==> src/hdl/axi_pkg.sv <==
package axi_pkg;

    // read response codes as carried on rresp
    typedef enum logic [1:0] {
        AXI_RESP_OKAY   = 2'b00,
        AXI_RESP_EXOKAY = 2'b01,
        AXI_RESP_SLVERR = 2'b10,
        AXI_RESP_DECERR = 2'b11
    } axi_resp_e;

    // 34 bit physical address space of sv32
    localparam int AXI_ADDR_W = 34;

    // one page table entry per beat
    // every walker read is a single beat of this width, so rlast comes with it
    localparam int AXI_DATA_W = 32;

endpackage

==> src/hdl/mmu_pkg.sv <==
package mmu_pkg;

    // sv32 address split
    // a virtual page number is two 10 bit table indices
    localparam int VPN_SLICE_W = 10;
    // physical page number of a 34 bit physical address
    localparam int PPN_W = 22;
    // flag byte at the bottom of every page table entry
    localparam int PTE_META_W = 8;

    typedef struct packed {
        // index into the root table
        logic [VPN_SLICE_W-1:0] vpn1;
        // index into the leaf table
        logic [VPN_SLICE_W-1:0] vpn0;
    } vpn_t;

    typedef logic [PPN_W-1:0] ppn_t;

    // v, r, w, x, u, g, a, d from bit 0 upwards
    typedef logic [PTE_META_W-1:0] pte_meta_t;

    // flag positions inside an entry
    localparam int PTE_V_BIT = 0;
    localparam int PTE_R_BIT = 1;
    localparam int PTE_W_BIT = 2;
    localparam int PTE_X_BIT = 3;

    // direct mapped translation cache
    localparam int TLB_ENTRIES = 16;
    localparam int TLB_INDEX_W = 4;
    // vpn bits left over after the index
    localparam int TLB_TAG_W = 16;

    // walker FSM
    typedef enum logic [1:0] {
        PTW_IDLE,
        PTW_AR,
        PTW_R,
        PTW_WALK
    } ptw_state_e;

    // cache controller FSM
    typedef enum logic [1:0] {
        TLB_IDLE,
        TLB_LOOKUP,
        TLB_WALK
    } tlb_state_e;

endpackage

==> src/hdl/mmu_top.sv <==
`timescale 1ns/1ps

module mmu_top
    import mmu_pkg::*;
    import axi_pkg::*;
(
    input  logic                  clk,
    input  logic                  rst_n,

    // core side
    input  logic                  translate_request,
    input  vpn_t                  translate_vpn,
    input  ppn_t                  satp_ppn,
    input  logic                  tlb_flush,
    output logic                  translate_done,
    output logic                  translate_pagefault,
    output logic                  translate_accessfault,
    output ppn_t                  translate_ppn,
    output pte_meta_t             translate_metadata,

    // axi read port of the walker
    output logic                  axi_arvalid,
    input  logic                  axi_arready,
    output logic [AXI_ADDR_W-1:0] axi_araddr,
    input  logic                  axi_rvalid,
    output logic                  axi_rready,
    input  axi_resp_e             axi_rresp,
    input  logic                  axi_rlast,
    input  logic [AXI_DATA_W-1:0] axi_rdata
);

    // cache to walker
    logic      resolve_request;
    vpn_t      virtual_address;

    // walker to cache
    logic      resolve_done;
    logic      resolve_pagefault;
    logic      resolve_accessfault;
    ppn_t      resolve_physical_address;
    pte_meta_t resolve_metadata;

    tlb u_tlb (
        .clk                      (clk),
        .rst_n                    (rst_n),
        .translate_request        (translate_request),
        .translate_vpn            (translate_vpn),
        .satp_ppn                 (satp_ppn),
        .tlb_flush                (tlb_flush),
        .translate_done           (translate_done),
        .translate_pagefault      (translate_pagefault),
        .translate_accessfault    (translate_accessfault),
        .translate_ppn            (translate_ppn),
        .translate_metadata       (translate_metadata),
        .resolve_request          (resolve_request),
        .virtual_address          (virtual_address),
        .resolve_done             (resolve_done),
        .resolve_pagefault        (resolve_pagefault),
        .resolve_accessfault      (resolve_accessfault),
        .resolve_physical_address (resolve_physical_address),
        .resolve_metadata         (resolve_metadata)
    );

    // walker reads the root table named by satp directly
    ptw u_ptw (
        .clk                      (clk),
        .rst_n                    (rst_n),
        .resolve_request          (resolve_request),
        .virtual_address          (virtual_address),
        .satp_ppn                 (satp_ppn),
        .axi_arvalid              (axi_arvalid),
        .axi_arready              (axi_arready),
        .axi_araddr               (axi_araddr),
        .axi_rvalid               (axi_rvalid),
        .axi_rready               (axi_rready),
        .axi_rresp                (axi_rresp),
        .axi_rlast                (axi_rlast),
        .axi_rdata                (axi_rdata),
        .resolve_done             (resolve_done),
        .resolve_pagefault        (resolve_pagefault),
        .resolve_accessfault      (resolve_accessfault),
        .resolve_metadata         (resolve_metadata),
        .resolve_physical_address (resolve_physical_address)
    );

endmodule

==> src/hdl/ptw.sv <==
`timescale 1ns/1ps

module ptw
    import mmu_pkg::*;
    import axi_pkg::*;
(
    input  logic                  clk,
    input  logic                  rst_n,

    // request from the translation cache
    input  logic                  resolve_request,
    input  vpn_t                  virtual_address,
    input  ppn_t                  satp_ppn,

    // axi read address channel
    output logic                  axi_arvalid,
    input  logic                  axi_arready,
    output logic [AXI_ADDR_W-1:0] axi_araddr,

    // axi read data channel
    input  logic                  axi_rvalid,
    output logic                  axi_rready,
    input  axi_resp_e             axi_rresp,
    input  logic                  axi_rlast,
    input  logic [AXI_DATA_W-1:0] axi_rdata,

    // walk result, valid with resolve_done only
    output logic                  resolve_done,
    output logic                  resolve_pagefault,
    output logic                  resolve_accessfault,
    output pte_meta_t             resolve_metadata,
    output ppn_t                  resolve_physical_address
);

    ptw_state_e state;
    ptw_state_e state_next;

    // 1 while reading the root table, 0 for the leaf table
    logic level;
    logic level_next;

    // base of the table being read
    ppn_t table_base;
    ppn_t table_base_next;

    // request and last entry read
    vpn_t                  saved_vpn;
    logic [AXI_DATA_W-1:0] saved_rdata;
    logic                  read_error;

    // decoded entry
    logic                         pte_valid;
    logic                         pte_read;
    logic                         pte_write;
    logic                         pte_execute;
    logic [PPN_W-VPN_SLICE_W-1:0] pte_ppn1;
    logic [VPN_SLICE_W-1:0]       pte_ppn0;
    logic                         pte_invalid;
    logic                         pte_leaf;
    logic                         pte_pointer;
    logic                         pte_misaligned;

    // table index for the current level
    logic [VPN_SLICE_W-1:0] vpn_slice;

    assign pte_valid   = saved_rdata[PTE_V_BIT];
    assign pte_read    = saved_rdata[PTE_R_BIT];
    assign pte_write   = saved_rdata[PTE_W_BIT];
    assign pte_execute = saved_rdata[PTE_X_BIT];
    assign pte_ppn1    = saved_rdata[AXI_DATA_W-1:AXI_DATA_W-(PPN_W-VPN_SLICE_W)];
    assign pte_ppn0    = saved_rdata[2*VPN_SLICE_W-1:VPN_SLICE_W];

    // w without r is a reserved encoding
    assign pte_invalid    = !pte_valid || (pte_write && !pte_read);
    assign pte_leaf       = pte_read || pte_execute;
    // v set, r w x clear
    assign pte_pointer    = pte_valid && !pte_read && !pte_write && !pte_execute;
    // a megapage must be 4 MiB aligned
    assign pte_misaligned = level && (pte_ppn0 != '0);

    assign vpn_slice  = level ? saved_vpn.vpn1 : saved_vpn.vpn0;
    assign axi_araddr = {table_base, vpn_slice, 2'b00};

    // handshakes come straight from the state
    assign axi_arvalid = (state == PTW_AR);
    assign axi_rready  = (state == PTW_R);

    // megapage keeps vpn0 as the page offset within the 4 MiB region
    assign resolve_physical_address = {pte_ppn1, level ? saved_vpn.vpn0 : pte_ppn0};
    assign resolve_metadata         = saved_rdata[PTE_META_W-1:0];

    always_comb begin
        state_next          = state;
        level_next          = level;
        table_base_next     = table_base;
        resolve_done        = 1'b0;
        resolve_pagefault   = 1'b0;
        resolve_accessfault = 1'b0;
        case (state)
            PTW_IDLE: begin
                // every walk starts at the root
                level_next      = 1'b1;
                table_base_next = satp_ppn;
                if (resolve_request) begin
                    state_next = PTW_AR;
                end
            end
            PTW_AR: begin
                if (axi_arready) begin
                    state_next = PTW_R;
                end
            end
            PTW_R: begin
                if (axi_rvalid) begin
                    state_next = PTW_WALK;
                end
            end
            PTW_WALK: begin
                if (read_error) begin
                    resolve_done        = 1'b1;
                    resolve_accessfault = 1'b1;
                end else if (pte_invalid) begin
                    resolve_done      = 1'b1;
                    resolve_pagefault = 1'b1;
                end else if (pte_leaf) begin
                    resolve_done      = 1'b1;
                    resolve_pagefault = pte_misaligned;
                end else if (pte_pointer && level) begin
                    // descend into the leaf table
                    level_next      = 1'b0;
                    table_base_next = saved_rdata[AXI_DATA_W-1:VPN_SLICE_W];
                    state_next      = PTW_AR;
                end else begin
                    // pointer where a leaf is required
                    resolve_done      = 1'b1;
                    resolve_pagefault = 1'b1;
                end
                if (resolve_done) begin
                    state_next = PTW_IDLE;
                end
            end
            default: begin
                state_next = PTW_IDLE;
            end
        endcase
    end

    always_ff @(posedge clk) begin
        if (!rst_n) begin
            state <= PTW_IDLE;
            level <= 1'b1;
        end else begin
            state <= state_next;
            level <= level_next;
        end
    end

    always_ff @(posedge clk) begin
        table_base <= table_base_next;
        // vpn is sampled until the walk leaves idle
        if (state == PTW_IDLE) begin
            saved_vpn <= virtual_address;
        end
        // capture entry and response on the r handshake
        if (state == PTW_R && axi_rvalid) begin
            saved_rdata <= axi_rdata;
            read_error  <= (axi_rresp != AXI_RESP_OKAY);
        end
    end

    // address must not move or drop while the slave stalls
    ar_hold: assert property (@(posedge clk) disable iff (!rst_n)
        axi_arvalid && !axi_arready |=> axi_arvalid && $stable(axi_araddr));

    // single beat reads only
    r_single_beat: assert property (@(posedge clk) disable iff (!rst_n)
        axi_rvalid && axi_rready |-> axi_rlast);

    fault_onehot: assert property (@(posedge clk) disable iff (!rst_n)
        !(resolve_pagefault && resolve_accessfault));

    fault_with_done: assert property (@(posedge clk) disable iff (!rst_n)
        resolve_pagefault || resolve_accessfault |-> resolve_done);

endmodule

==> src/hdl/tlb.sv <==
`timescale 1ns/1ps

module tlb
    import mmu_pkg::*;
(
    input  logic      clk,
    input  logic      rst_n,

    // core side
    input  logic      translate_request,
    input  vpn_t      translate_vpn,
    input  ppn_t      satp_ppn,
    input  logic      tlb_flush,
    output logic      translate_done,
    output logic      translate_pagefault,
    output logic      translate_accessfault,
    output ppn_t      translate_ppn,
    output pte_meta_t translate_metadata,

    // walker side
    output logic      resolve_request,
    output vpn_t      virtual_address,
    input  logic      resolve_done,
    input  logic      resolve_pagefault,
    input  logic      resolve_accessfault,
    input  ppn_t      resolve_physical_address,
    input  pte_meta_t resolve_metadata
);

    tlb_state_e state;

    // vpn of the accepted request
    vpn_t req_vpn;

    // entry storage, only the valid bits are reset
    logic [TLB_ENTRIES-1:0] entry_valid;
    logic [TLB_TAG_W-1:0]   entry_tag [TLB_ENTRIES];
    ppn_t                   entry_ppn [TLB_ENTRIES];
    pte_meta_t              entry_meta [TLB_ENTRIES];

    // root table the cached entries were walked from
    ppn_t cache_root;

    logic [TLB_INDEX_W-1:0] req_index;
    logic [TLB_TAG_W-1:0]   req_tag;
    logic                   hit;
    logic                   refill;

    // low vpn0 bits pick the entry, the rest is the tag
    assign req_index = req_vpn.vpn0[TLB_INDEX_W-1:0];
    assign req_tag   = {req_vpn.vpn1, req_vpn.vpn0[VPN_SLICE_W-1:TLB_INDEX_W]};

    // entries from another root table never hit
    assign hit = entry_valid[req_index] && (entry_tag[req_index] == req_tag)
        && (cache_root == satp_ppn);

    // walker is idle during lookup and takes the request on this edge
    assign resolve_request = (state == TLB_LOOKUP) && !hit;
    assign virtual_address = req_vpn;

    // faults are not cached
    assign refill = (state == TLB_WALK) && resolve_done
        && !resolve_pagefault && !resolve_accessfault;

    always_comb begin
        if (state == TLB_WALK) begin
            // miss path, walker result goes straight through
            translate_done        = resolve_done;
            translate_pagefault   = resolve_pagefault;
            translate_accessfault = resolve_accessfault;
            translate_ppn         = resolve_physical_address;
            translate_metadata    = resolve_metadata;
        end else begin
            // hit path, one cycle after acceptance
            translate_done        = (state == TLB_LOOKUP) && hit;
            translate_pagefault   = 1'b0;
            translate_accessfault = 1'b0;
            translate_ppn         = entry_ppn[req_index];
            translate_metadata    = entry_meta[req_index];
        end
    end

    always_ff @(posedge clk) begin
        if (!rst_n) begin
            state <= TLB_IDLE;
        end else begin
            case (state)
                TLB_IDLE: begin
                    if (translate_request) begin
                        state <= TLB_LOOKUP;
                    end
                end
                TLB_LOOKUP: begin
                    state <= hit ? TLB_IDLE : TLB_WALK;
                end
                TLB_WALK: begin
                    if (resolve_done) begin
                        state <= TLB_IDLE;
                    end
                end
                default: begin
                    state <= TLB_IDLE;
                end
            endcase
        end
    end

    always_ff @(posedge clk) begin
        if (state == TLB_IDLE && translate_request) begin
            req_vpn <= translate_vpn;
        end
    end

    // flush wins over a refill on the same edge
    always_ff @(posedge clk) begin
        if (!rst_n || tlb_flush) begin
            entry_valid <= '0;
        end else if (refill) begin
            // new root table, drop what came from the old one
            if (cache_root != satp_ppn) begin
                entry_valid <= '0;
            end
            entry_valid[req_index] <= 1'b1;
        end
    end

    always_ff @(posedge clk) begin
        if (refill) begin
            entry_tag[req_index]  <= req_tag;
            entry_ppn[req_index]  <= resolve_physical_address;
            entry_meta[req_index] <= resolve_metadata;
            cache_root            <= satp_ppn;
        end
    end

    // no result leaves the cache without an accepted request
    done_not_idle: assert property (@(posedge clk) disable iff (!rst_n)
        state == TLB_IDLE |-> !translate_done);

endmodule

==> config.mk <==
export PLATFORM = sky130hd
export DESIGN_NAME = mmu_top
export DESIGN_NICKNAME = d
export VERILOG_FILES = /design/src/hdl/axi_pkg.sv /design/src/hdl/mmu_pkg.sv /design/src/hdl/mmu_top.sv /design/src/hdl/ptw.sv /design/src/hdl/tlb.sv
export SDC_FILE = /design/constraint.sdc
export NUM_CORES = 1
export LEC_CHECK = 0
export BUFFER_PORTS_ARGS = -buffer_cell sky130_fd_sc_hd__buf_2
export CELL_PAD_IN_SITES_DETAIL_PLACEMENT = 1
export CELL_PAD_IN_SITES_GLOBAL_PLACEMENT = 1
export CORE_ASPECT_RATIO = 1.75
export CORE_MARGIN = 2
export CORE_UTILIZATION = 60
export CTS_BUF_LIST = sky130_fd_sc_hd__clkbuf_4
export CTS_CLUSTER_DIAMETER = 150
export DETAILED_ROUTE_END_ITERATION = 16
export PLACE_DENSITY = 0.89
export SETUP_SLACK_MARGIN = 0.3
export SKIP_CTS_REPAIR_TIMING = 1
export SYNTH_ARGS = -nofsm -noshare
export SYNTH_HDL_FRONTEND = slang
export SYNTH_SLANG_ARGS = --single-unit
==> constraint.sdc <==
create_clock -name clk -period 11.5 [get_ports clk]
set_input_delay 2.875 -clock clk [delete_from_list [all_inputs] [get_ports clk]]
set_output_delay 2.875 -clock clk [all_outputs]
set_load 0.05 [all_outputs]
; ---- Yosys cells after proc, flatten, opt, wreduce, memory -nomap -nowiden
; Memory sizes are Yosys's and may differ from the RTL's. A register that Yosys moved wholly into a read port is not among the register bits.
; Cells that the tools add are included.
; W data, S select, Z words.
[classes]
order_cmp = 2
eq_ne = 21
n_mux = 54
bitwise = 1
n_reduce_logical = 35
[ops]
columns = op, n
row1 = $mux W22, 5
row2 = $mux W16, 3
row3 = $pmux W22 S2, 1
row4 = $mux W1, 23
row5 = $eq A22 B22 Y1, 1
row6 = $mux W2, 11
row7 = $ne A22 B22 Y1, 1
row8 = $mux W10, 2
row9 = $eq A16 B16 Y1, 1
row10 = $logic_and A1 B1 Y1, 16
row11 = $or A16 B16 Y16, 1
row12 = $mux W4, 3
row13 = $ne A2 B2 Y1 const B, 6
row14 = $reduce_bool A10 Y1, 1
row15 = $ne A3 B3 Y1 const B, 3
row16 = $logic_not A1 Y1, 8
row17 = $mux W8, 1
row18 = $pmux W2 S4, 1
row19 = $reduce_and A7 Y1, 1
row20 = $eq A2 B2 Y1 const B, 3
row21 = $ne A2 B1 Y1 const B, 3
row22 = $pmux W2 S3, 1
row23 = $lt A4 B5 Y1 const B, 1
row24 = $reduce_and A5 Y1, 1
row25 = other kinds (10), 15
[word_totals]
register_bits = 138
mem_bits_rw = 736
in_bits = 83
output_inout_bits = 69
elab_cells = 128
mem_count = 3
[memory_table]
columns = memory, words, word_bits, read_ports, rd_ports_with_merged_regs, wr, line
row1 = u_tlb.entry_ppn, 16, 22, 1, 1, 1, tlb.sv:38  ; ppn_t entry_ppn [TLB_ENTRIES];
row2 = u_tlb.entry_tag, 16, 16, 1, 1, 1, tlb.sv:37  ; logic [TLB_TAG_W-1:0] entry_tag [TLB_ENTRIES];
row3 = u_tlb.entry_meta, 16, 8, 1, 1, 1, tlb.sv:39  ; pte_meta_t entry_meta [TLB_ENTRIES];

; ---- Logic depth before layout (Yosys ltp)
; Gate-level depths: netlist of the first run.
[logic_depth]
depth_word = 17
mapped_depth = 11
mapped_depth_nobuf = 8

; ---- Modules after synthesis
; From an unflattened synthesis of the first run, not the netlist that was laid out.
[hier_totals]
hier_cells = 1541
area_unflattened_um2 = 34260.4
[by_module_without_submodules]
columns = mod, instances, cells_per_inst, area_each_um2, seq_area_each_um2
row1 = tlb, 1, 1357, 31059.8, 23802.8
row2 = ptw, 1, 184, 3200.6, 2252.2

; ---- Worst setup path before layout of the first run
; No wires, ideal clock.
[synth_path]
path_type = input to output
start = in satp_ppn[9]
end = out translate_done
arrival_ns = 5.182
path_slack_ns = 3.443
stages = 8
path_buffers = 0
cell_sequence = xor2_1 nor4_1 nand3_1 a2111oi_0 o2111ai_1 nor2_1 nand2_1 o21ai_0
[synth_via]
elab_chain_len = 4
[synth_rtl]
columns = element, line
row1 = from (decl), mmu_top.sv:13  ; input ppn_t satp_ppn,
row2 = $eq A22 B22 Y1, tlb.sv:55  ; && (cache_root == satp_ppn);
row3 = $logic_and A1 B1 Y1, tlb.sv:55
row4 = $logic_and A1 B1 Y1, tlb.sv:75  ; translate_done = (state == TLB_LOOKUP) && hit;
row5 = $mux W1, tlb.sv:66  ; if (state == TLB_WALK) begin
row6 = to (decl), mmu_top.sv:15  ; output logic translate_done,
; No other way between the ends.

; ---- Worst setup path in the final report of the first run
[layout_path]
start = in satp_ppn[3]
end = out translate_done
; Same word-level chain as after synthesis.

==> reports/qor.yml, run 1 <==
logic_synthesis:
  seq_area_frac_synth_pct: 77.1
  postSynth.asyncResetShare_pct: 0
  synth-xor-area-share_pct: 1.14
  synth_top_area_cell: "edfxtp_1"
  ys_top_cells_by_area: "edfxtp_1, mux4_2, mux2_2"
  ys_top_cells_by_count: "edfxtp_1, mux4_2, nand2_1"
  synth_cell_types: 46
  synth_compound_area_share_pct: 0.696
  synth.most_common_cell: "edfxtp_1"
  synth-seq-cells: 876
  synth_mux_area_share_pct: 17.3
  yosys_warnings: 0
  synthesis.area_um2: 33800
  synthSimpleGateAreaFrac_pct: 2.34
  synth_top_family_by_area: "multiplexers"
  synthAdderAreaFrac_pct: 0.185
  ys.flop_type: "edfxtp_1"
  synthCells: 1525
  synth-edff-count: 851
  avgSynthCellArea_um2: 22.2
  synth_top_area_share_pct: 75.6
route:
  drtIter0Drc: 2455
  ant_nets: 0
  drt_pre_antenna_iters: 5
  routed_wirelength_mm: 95.5
  via_per_inst: 6.76
  vias: 17968
  drc: 0
  wl_per_cell_um: 35.9
sta:
  fin_setup_tns_ns: 0
  fmax_mhz: 106
  setup_viol: 0
  rsz0062_at_grt: "false"
  min_period_ns: 9.41
  finalHoldViolations: 0
  slew_headroom_pct: 10.5
  clock-skew-final_ns: 0.0968
  tightest_slew_ns: 1.34
  drv_slew: 0
  finalCritPeriodShare_pct: 81.8
floorplanning:
  die_h_um: 318
  coreArea_um2: 56000
  dieArea_um2: 58300
  io_pins: 152
  rows: 115
  die_x_um: 183
  initial_core_util_pct: 60.4
worst_setup_path:
  cp_common_cell: "buf_2"
  crit_required_ns: 8.63
  cp_slowest_cell: "a2111oi_0"
  cp-end-kind: "output pin"
  crit_start: "satp_ppn[3]"
  path_cells: "buf_2, xor2_1, nor4_1, nand4_1, a2111oi_0, o2111ai_1, nor2_1, nand2_1, o21ai_0, buf_2"
  rr_startpoint: "u_ptw.state[1]$_SDFFE_PN0P_"
  critPathKind: "in2out"
  cp_top_family: "compound AO/OA/AOI/OAI gates"
  critPathArrivalTime_ns: 6.54
  path_buf_inv: 2
  worstPathMaxFanout: 3
  crit_path_max_incr_delay_ns: 0.73
  start_kind: "input port"
clock_network:
  cts-root-buf: "clkbuf_4"
  clk_pin_slew_ns: 0.06
  clock_sinks: 876
  cts_tree: "done"
  htree_levels: 4
  clockBufferDepth: 3
  insertion_delay_ns: 0.98
  numCtsBuffers: 184
finish:
  final_cells: 2658
  nets: 1906
  nFillCells: 4518
  multi_input_area_um2: 7460
  area_delta_synth_final_pct: 11.6
  drive_gt1_share_pct: 38.3
  ff_latch_area_um2: 26100
  final_core_util_pct: 67.4
placed_design:
  portBuffers: 146
  dp_cells: 2334
  dp_hpwl_mm: 49.9
  place_congestion: 0.792
global_route:
  grt_max_degree: 73
  gr-total-overflow: 0
  track_usage_pct: 34.1
  grt_first_pass_wirelength_mm: 138
  grt_pass1_vias: 19755
  antenna_found_initial: 3
hold_path:
  worstHoldStart: "u_tlb.entry_valid[14]$_SDFFE_PP0P_"
  hold_path.class: "reg2reg"
power:
  power-per-cell-area_nw_per_um2: 195
  power_mw: 7.37
  leakage_nw: 12.5
  peakVddDrop_uv: 132
outcome:
  status: "finished clean"
run:
  cap_violations: 0
==> worst paths after layout <==
kind / depth (start not counted) / end / slack (ns)
min reg2reg: 2 / u_tlb.entry_valid[14]$_SDFFE_PP0P_ / 0.52
max reg2reg: 7 / u_tlb.entry_tag[10][15]$_DFFE_PP_ / 6.08
min: 2 / u_tlb.entry_valid[14]$_SDFFE_PP0P_ / 0.52
max: 10 / translate_done / 2.09
==> sequential cells by signal (all words and copies together), names as in the netlist, 2 cells and up, named ones only <==
register / cells
u_ptw.saved_rdata: 30
u_ptw.saved_vpn: 20
u_ptw.state: 2
u_ptw.table_base: 22
u_tlb.cache_root: 22
u_tlb.entry_meta: 128
u_tlb.entry_ppn: 352
u_tlb.entry_tag: 256
u_tlb.entry_valid: 16
u_tlb.state: 2
u_tlb.virtual_address: 20
==> layout make-up <==
cell class                 count  area share [%]
sequential                   876            69.1
multi-input combinational    573            19.8
clock buffer                 260            5.18
timing repair buffer         179            2.59
tap                          702            2.33
clock inverter                60           0.922
inverter                       4          0.0398
antenna                        4          0.0265
==> metrics by stage <==
step | hold WS (ns) | worst slack (ns) | cell area (um2)
CTS | 0.513 | 2.10 | 37700
detailed placement | 0.495 | 2.17 | 35400
global placement | 0.461 | 2.04 | 35400
finish | 0.519 | 2.09 | 37700
floorplan | 0.424 | 3.44 | 33800
global route | 0.536 | 2.11 | 37700
==> per-layer routing <==
layer  wire [um]  vias to the layer above  global-route usage (%)
met2       48600                     1375                    54.8
met1       33000                     9303                    43.8
met5           0                        -                       0
li1            -                     6967                       -
met3        8810                      323                    7.00
met4        5110                        0                    19.6
==> cells by family (layout without fill, tap and decap cells) <==
kind of cell | count (synthesis) | after routing
xor+xnor | 44 | 44
mux | 304 | 304
fa+ha+maj | 5 | 5
flops | 876 | 876
other cells | 1 | 6
compound gates | 39 | 39
buf+inv | 77 | 503
simple gates | 179 | 179
==> layout by cell type (no fill, tap or decap), types with 3 or more instances in the layout <==
| master | count |
|---|---|
| buf_4 | 33 |
| mux2i_1 | 39 |
| dfxtp_4 | 4 |
| nor2b_1 | 5 |
| clkinv_1 | 40 |
| nor2_1 | 25 |
| buf_2 | 146 |
| nor4_1 | 8 |
| inv_1 | 4 |
| nand3b_1 | 3 |
| edfxtp_1 | 851 |
| mux4_2 | 215 |
| bufinv_16 | 4 |
| nand2b_1 | 4 |
| ha_1 | 5 |
| mux2_2 | 46 |
| mux4_1 | 4 |
| o21ai_0 | 6 |
| xnor2_1 | 24 |
| nand2_1 | 97 |
| and3_1 | 3 |
| nand4_1 | 4 |
| nor3_2 | 4 |
| inv_2 | 4 |
| clkbuf_4 | 260 |
| clkinv_2 | 11 |
| dfxtp_1 | 21 |
| a21oi_1 | 18 |
| nand3_1 | 3 |
| nor2_4 | 12 |
| xor2_1 | 20 |
| diode_2 | 4 |
==> tightest hold or removal path, stage by stage, from the launching register on <==
cell and delay [ns]:
dfxtp_1 0.33, a21oi_1 0.07, nor2_1 0.08
==> power breakdown <==
part | switching, mW | internal [mW] | total [mW]
sequential | 0.162 | 3.73 | 3.89
clock | 1.24 | 1.13 | 2.38
combinational | 0.775 | 0.328 | 1.10
total | 2.18 | 5.19 | 7.37
(Power assumes the default switching activity.)
==> run 2: changes to the inputs <==
--- a/config.mk
+++ b/config.mk
@@ -5,16 +5,17 @@
 export SDC_FILE = /design/constraint.sdc
 export NUM_CORES = 1
 export LEC_CHECK = 0
+export ABC_AREA = 1
 export BUFFER_PORTS_ARGS = -buffer_cell sky130_fd_sc_hd__buf_2
 export CELL_PAD_IN_SITES_DETAIL_PLACEMENT = 1
 export CELL_PAD_IN_SITES_GLOBAL_PLACEMENT = 1
 export CORE_ASPECT_RATIO = 1.75
 export CORE_MARGIN = 2
-export CORE_UTILIZATION = 60
+export CORE_UTILIZATION = 52
 export CTS_BUF_LIST = sky130_fd_sc_hd__clkbuf_4
 export CTS_CLUSTER_DIAMETER = 150
 export DETAILED_ROUTE_END_ITERATION = 16
-export PLACE_DENSITY = 0.89
+export PLACE_DENSITY = 0.84
 export SETUP_SLACK_MARGIN = 0.3
 export SKIP_CTS_REPAIR_TIMING = 1
 export SYNTH_ARGS = -nofsm -noshare
==> constraint.sdc (replaced) <==
create_clock -name clk -period 9.3 [get_ports clk]
set_input_delay 2.325 -clock clk [delete_from_list [all_inputs] [get_ports clk]]
set_output_delay 2.325 -clock clk [all_outputs]
set_load 0.05 [all_outputs]
==> reports/qor.yml, run 2 <==
placed_design:
  place_congestion: 0.834  # +5.3%
  dp_hpwl_mm: 61.6  # +24%
  dp_cells: 3777  # +62%
  portBuffers: 146  # unchanged
  dpl_cell_area_um2: 36600  # +3.4%
sta:
  fin_setup_tns_ns: 0  # unchanged
  slew_headroom_pct: 22.4  # +12 points
  tightest_slew_ns: 1.16  # -0.179 ns
  drv_slew: 0  # unchanged
  rsz0062_at_grt: "false"
  finalHoldViolations: 0  # unchanged
  hold_ws_ns: 0.468  # -0.0508 ns
  setup_viol: 0  # unchanged
  fmax_mhz: 128
  finalCritPeriodShare_pct: 84.0
  min_period_ns: 7.81
  clock-skew-final_ns: 0.0545  # -0.0423 ns
logic_synthesis:
  synth_cell_types: 37  # -20%
  synthesis.area_um2: 35200  # +4.1%
  ys_top_cells_by_count: "edfxtp_1, nand2_1, nor2_1"
  avgSynthCellArea_um2: 12.3  # -45%
  ys_top_cells_by_area: "edfxtp_1, nand2_1, o21ai_0"
  seq_area_frac_synth_pct: 74.1  # -3.0 points
  synth-seq-cells: 876  # unchanged
  synth.most_common_cell: "edfxtp_1"
  yosys_warnings: 0  # unchanged
  synthCells: 2862  # +88%
  ys.flop_type: "edfxtp_1"
  synth_top_area_cell: "edfxtp_1"
  synth_top_area_share_pct: 72.7  # -2.9 points
  synth-edff-count: 851  # unchanged
  postSynth.asyncResetShare_pct: 0  # unchanged
worst_setup_path:
  worstPathMaxFanout: 48  # +45
  start_kind: "flip-flop"
  crit_end: "translate_done"
  worstRegToRegCells: 12  # +5
  critPathArrivalTime_ns: 5.49  # -1.05 ns
  cp-end-kind: "output pin"
  rr_startpoint: "u_ptw.saved_rdata[1]$_DFFE_PP_"
  r2r-end: "u_tlb.entry_meta[1][5]$_DFFE_PP_"
  critPathKind: "reg2out"
  crit_required_ns: 6.98  # -1.65 ns
  reg2reg_slack_ns: 4.55  # -1.53 ns
clock_network:
  htree_levels: 4  # unchanged
  numCtsBuffers: 185  # +0.54%
  insertion_delay_ns: 1.01  # +0.03 ns
  clock_sinks: 876  # unchanged
  cts-root-buf: "clkbuf_4"
  clk_pin_slew_ns: 0.07  # about the same
  cts_tree: "done"
  clockBufferDepth: 3  # unchanged
floorplanning:
  die_h_um: 348  # +9.5%
  io_pins: 152  # unchanged
  coreArea_um2: 67200  # +20%
  dieArea_um2: 69800  # +20%
  rows: 126  # +9.6%
  die_x_um: 201  # +9.4%
  initial_core_util_pct: 52.3  # -8.0 points
global_route:
  track_usage_pct: 32.5  # -1.7 points
  antenna_found_initial: 6  # +3
  grt_first_pass_wirelength_mm: 167  # +21%
  grt_pass1_vias: 27696  # +40%
  grt_max_degree: 218  # +200%
  gr-total-overflow: 0  # unchanged
finish:
  largest_reg_flops: 352  # unchanged
  mostFrequentLayoutCell: "edfxtp_1"
  reg.largest.list: "u_tlb.entry_ppn (352), u_tlb.entry_tag (256), u_tlb.entry_meta (128)"
  final_cell_mix: "edfxtp_1, nand2_1, nor2_1, o21ai_0, clkbuf_4"
  nets: 3156  # +66%
  final_cells: 4107  # +55%
  drive_gt1_share_pct: 15.4  # -23 points
  area_delta_synth_final_pct: 10.5
  max_flop_register: "u_tlb.entry_ppn"
  final_cell_area_um2: 38900  # +3.0%
  nFillCells: 6981  # +55%
run:
  cap_violations: 0  # unchanged
outcome:
  status: "finished clean"
route:
  ant_nets: 0  # unchanged
  drc: 0  # unchanged
  routed_wirelength_mm: 114  # +19%
  wl_per_cell_um: 27.7  # -23%
  vias: 25477  # +42%
  drtIter0Drc: 2635  # +7.3%
  drt_pre_antenna_iters: 5  # unchanged
  via_per_inst: 6.20  # -8.2%
power:
  power-per-cell-area_nw_per_um2: 241  # +23%
  leakage_nw: 14.0  # +12%
  peakVddDrop_uv: 166  # +26%
hold_path:
  hold_path.class: "reg2reg"
[run 2: changes by cell type after synthesis, sizes merged, moves of 150 or more]
cell and change:
mux4 -219, inv +150, o21ai +325, nor2 +378, nand2 +397, nand3 +170
[run 2: worst max-delay path, stage by stage, from the launching register on]
cell	delay, ns
dfxtp_4	0.34
buf_4	0.56
clkinv_2	0.96
buf_4	0.69
nand3_1	0.20
nand3_1	0.12
nand3_1	0.16
nand2_1	0.08
nor2_1	0.32
nand2_1	0.10
nor2_1	0.11
nand3_1	0.19
o22ai_1	0.22
buf_2	0.34
[run 2: cell type report]
cell class / count / area (um2) / share of cell area, %
sequential: 876 / 26100 / 67.1
multi-input combinational: 1658 / 7740 / 19.9
clock buffer: 246 / 1850 / 4.75
tap: 896 / 1120 / 2.89
timing repair buffer: 188 / 1060 / 2.72
inverter: 159 / 608 / 1.56
clock inverter: 79 / 403 / 1.04
antenna: 5 / 12.5 / 0.0322
[run 2: worst min path at each step]
| stage | depth (start not counted) | end | slack [ns] | from |
|---|---|---|---|---|
| after global placement | 2 | u_tlb.entry_valid[1]$_SDFFE_PP0P_ | 0.45 | u_tlb.entry_valid[1]$_SDFFE_PP0P_ |
| after global routing | 2 | u_tlb.entry_valid[14]$_SDFFE_PP0P_ | 0.50 | u_tlb.entry_valid[14]$_SDFFE_PP0P_ |
| after detailed placement | 2 | u_tlb.entry_valid[14]$_SDFFE_PP0P_ | 0.46 | u_tlb.entry_valid[14]$_SDFFE_PP0P_ |
| final | 2 | u_tlb.entry_valid[14]$_SDFFE_PP0P_ | 0.47 | u_tlb.entry_valid[14]$_SDFFE_PP0P_ |
| after floorplan | 2 | u_tlb.entry_valid[12]$_SDFFE_PP0P_ | 0.44 | u_tlb.entry_valid[12]$_SDFFE_PP0P_ |
| after CTS | 2 | u_tlb.entry_valid[14]$_SDFFE_PP0P_ | 0.47 | u_tlb.entry_valid[14]$_SDFFE_PP0P_ |
[run 2: power breakdown]
part	total (mW)	switching (mW)	internal (mW)
clock network	2.81	1.49	1.32
registers	4.77	0.141	4.63
logic	1.79	1.42	0.364
[run 2: through the flow]
step,setup WS [ns],utilization [%],power (mW)
after floorplan,3.03,-,5.96
after global placement,2.57,54.5,6.49
after detailed placement,2.48,54.5,6.60
after CTS,1.52,57.8,9.38
after global routing,1.40,57.9,9.67
final,1.49,57.9,9.37
[run 2: kinds of logic after synthesis]
group                    after synthesis  share of synthesized area [%]
adder cells (fa/ha/maj)                5                          0.178
AO/OA/AOI/OAI                        536                           9.02
AND/OR/NAND/NOR                     1110                           12.7
other                                  1                         0.0107
XOR/XNOR                               5                          0.125
buffers and inverters                329                           3.88
flip-flops                           876                           74.1
[run 2: per-layer routing]
layer  up-vias  global-route usage [%]  part of all wire (%)
met1     12716                    36.4                    34
li1      10732                       -                     -
met2      1561                    55.6                    50
met5         -                       0                0.0088
met4         2                    24.3                   7.5
met3       466                    5.61                   8.2
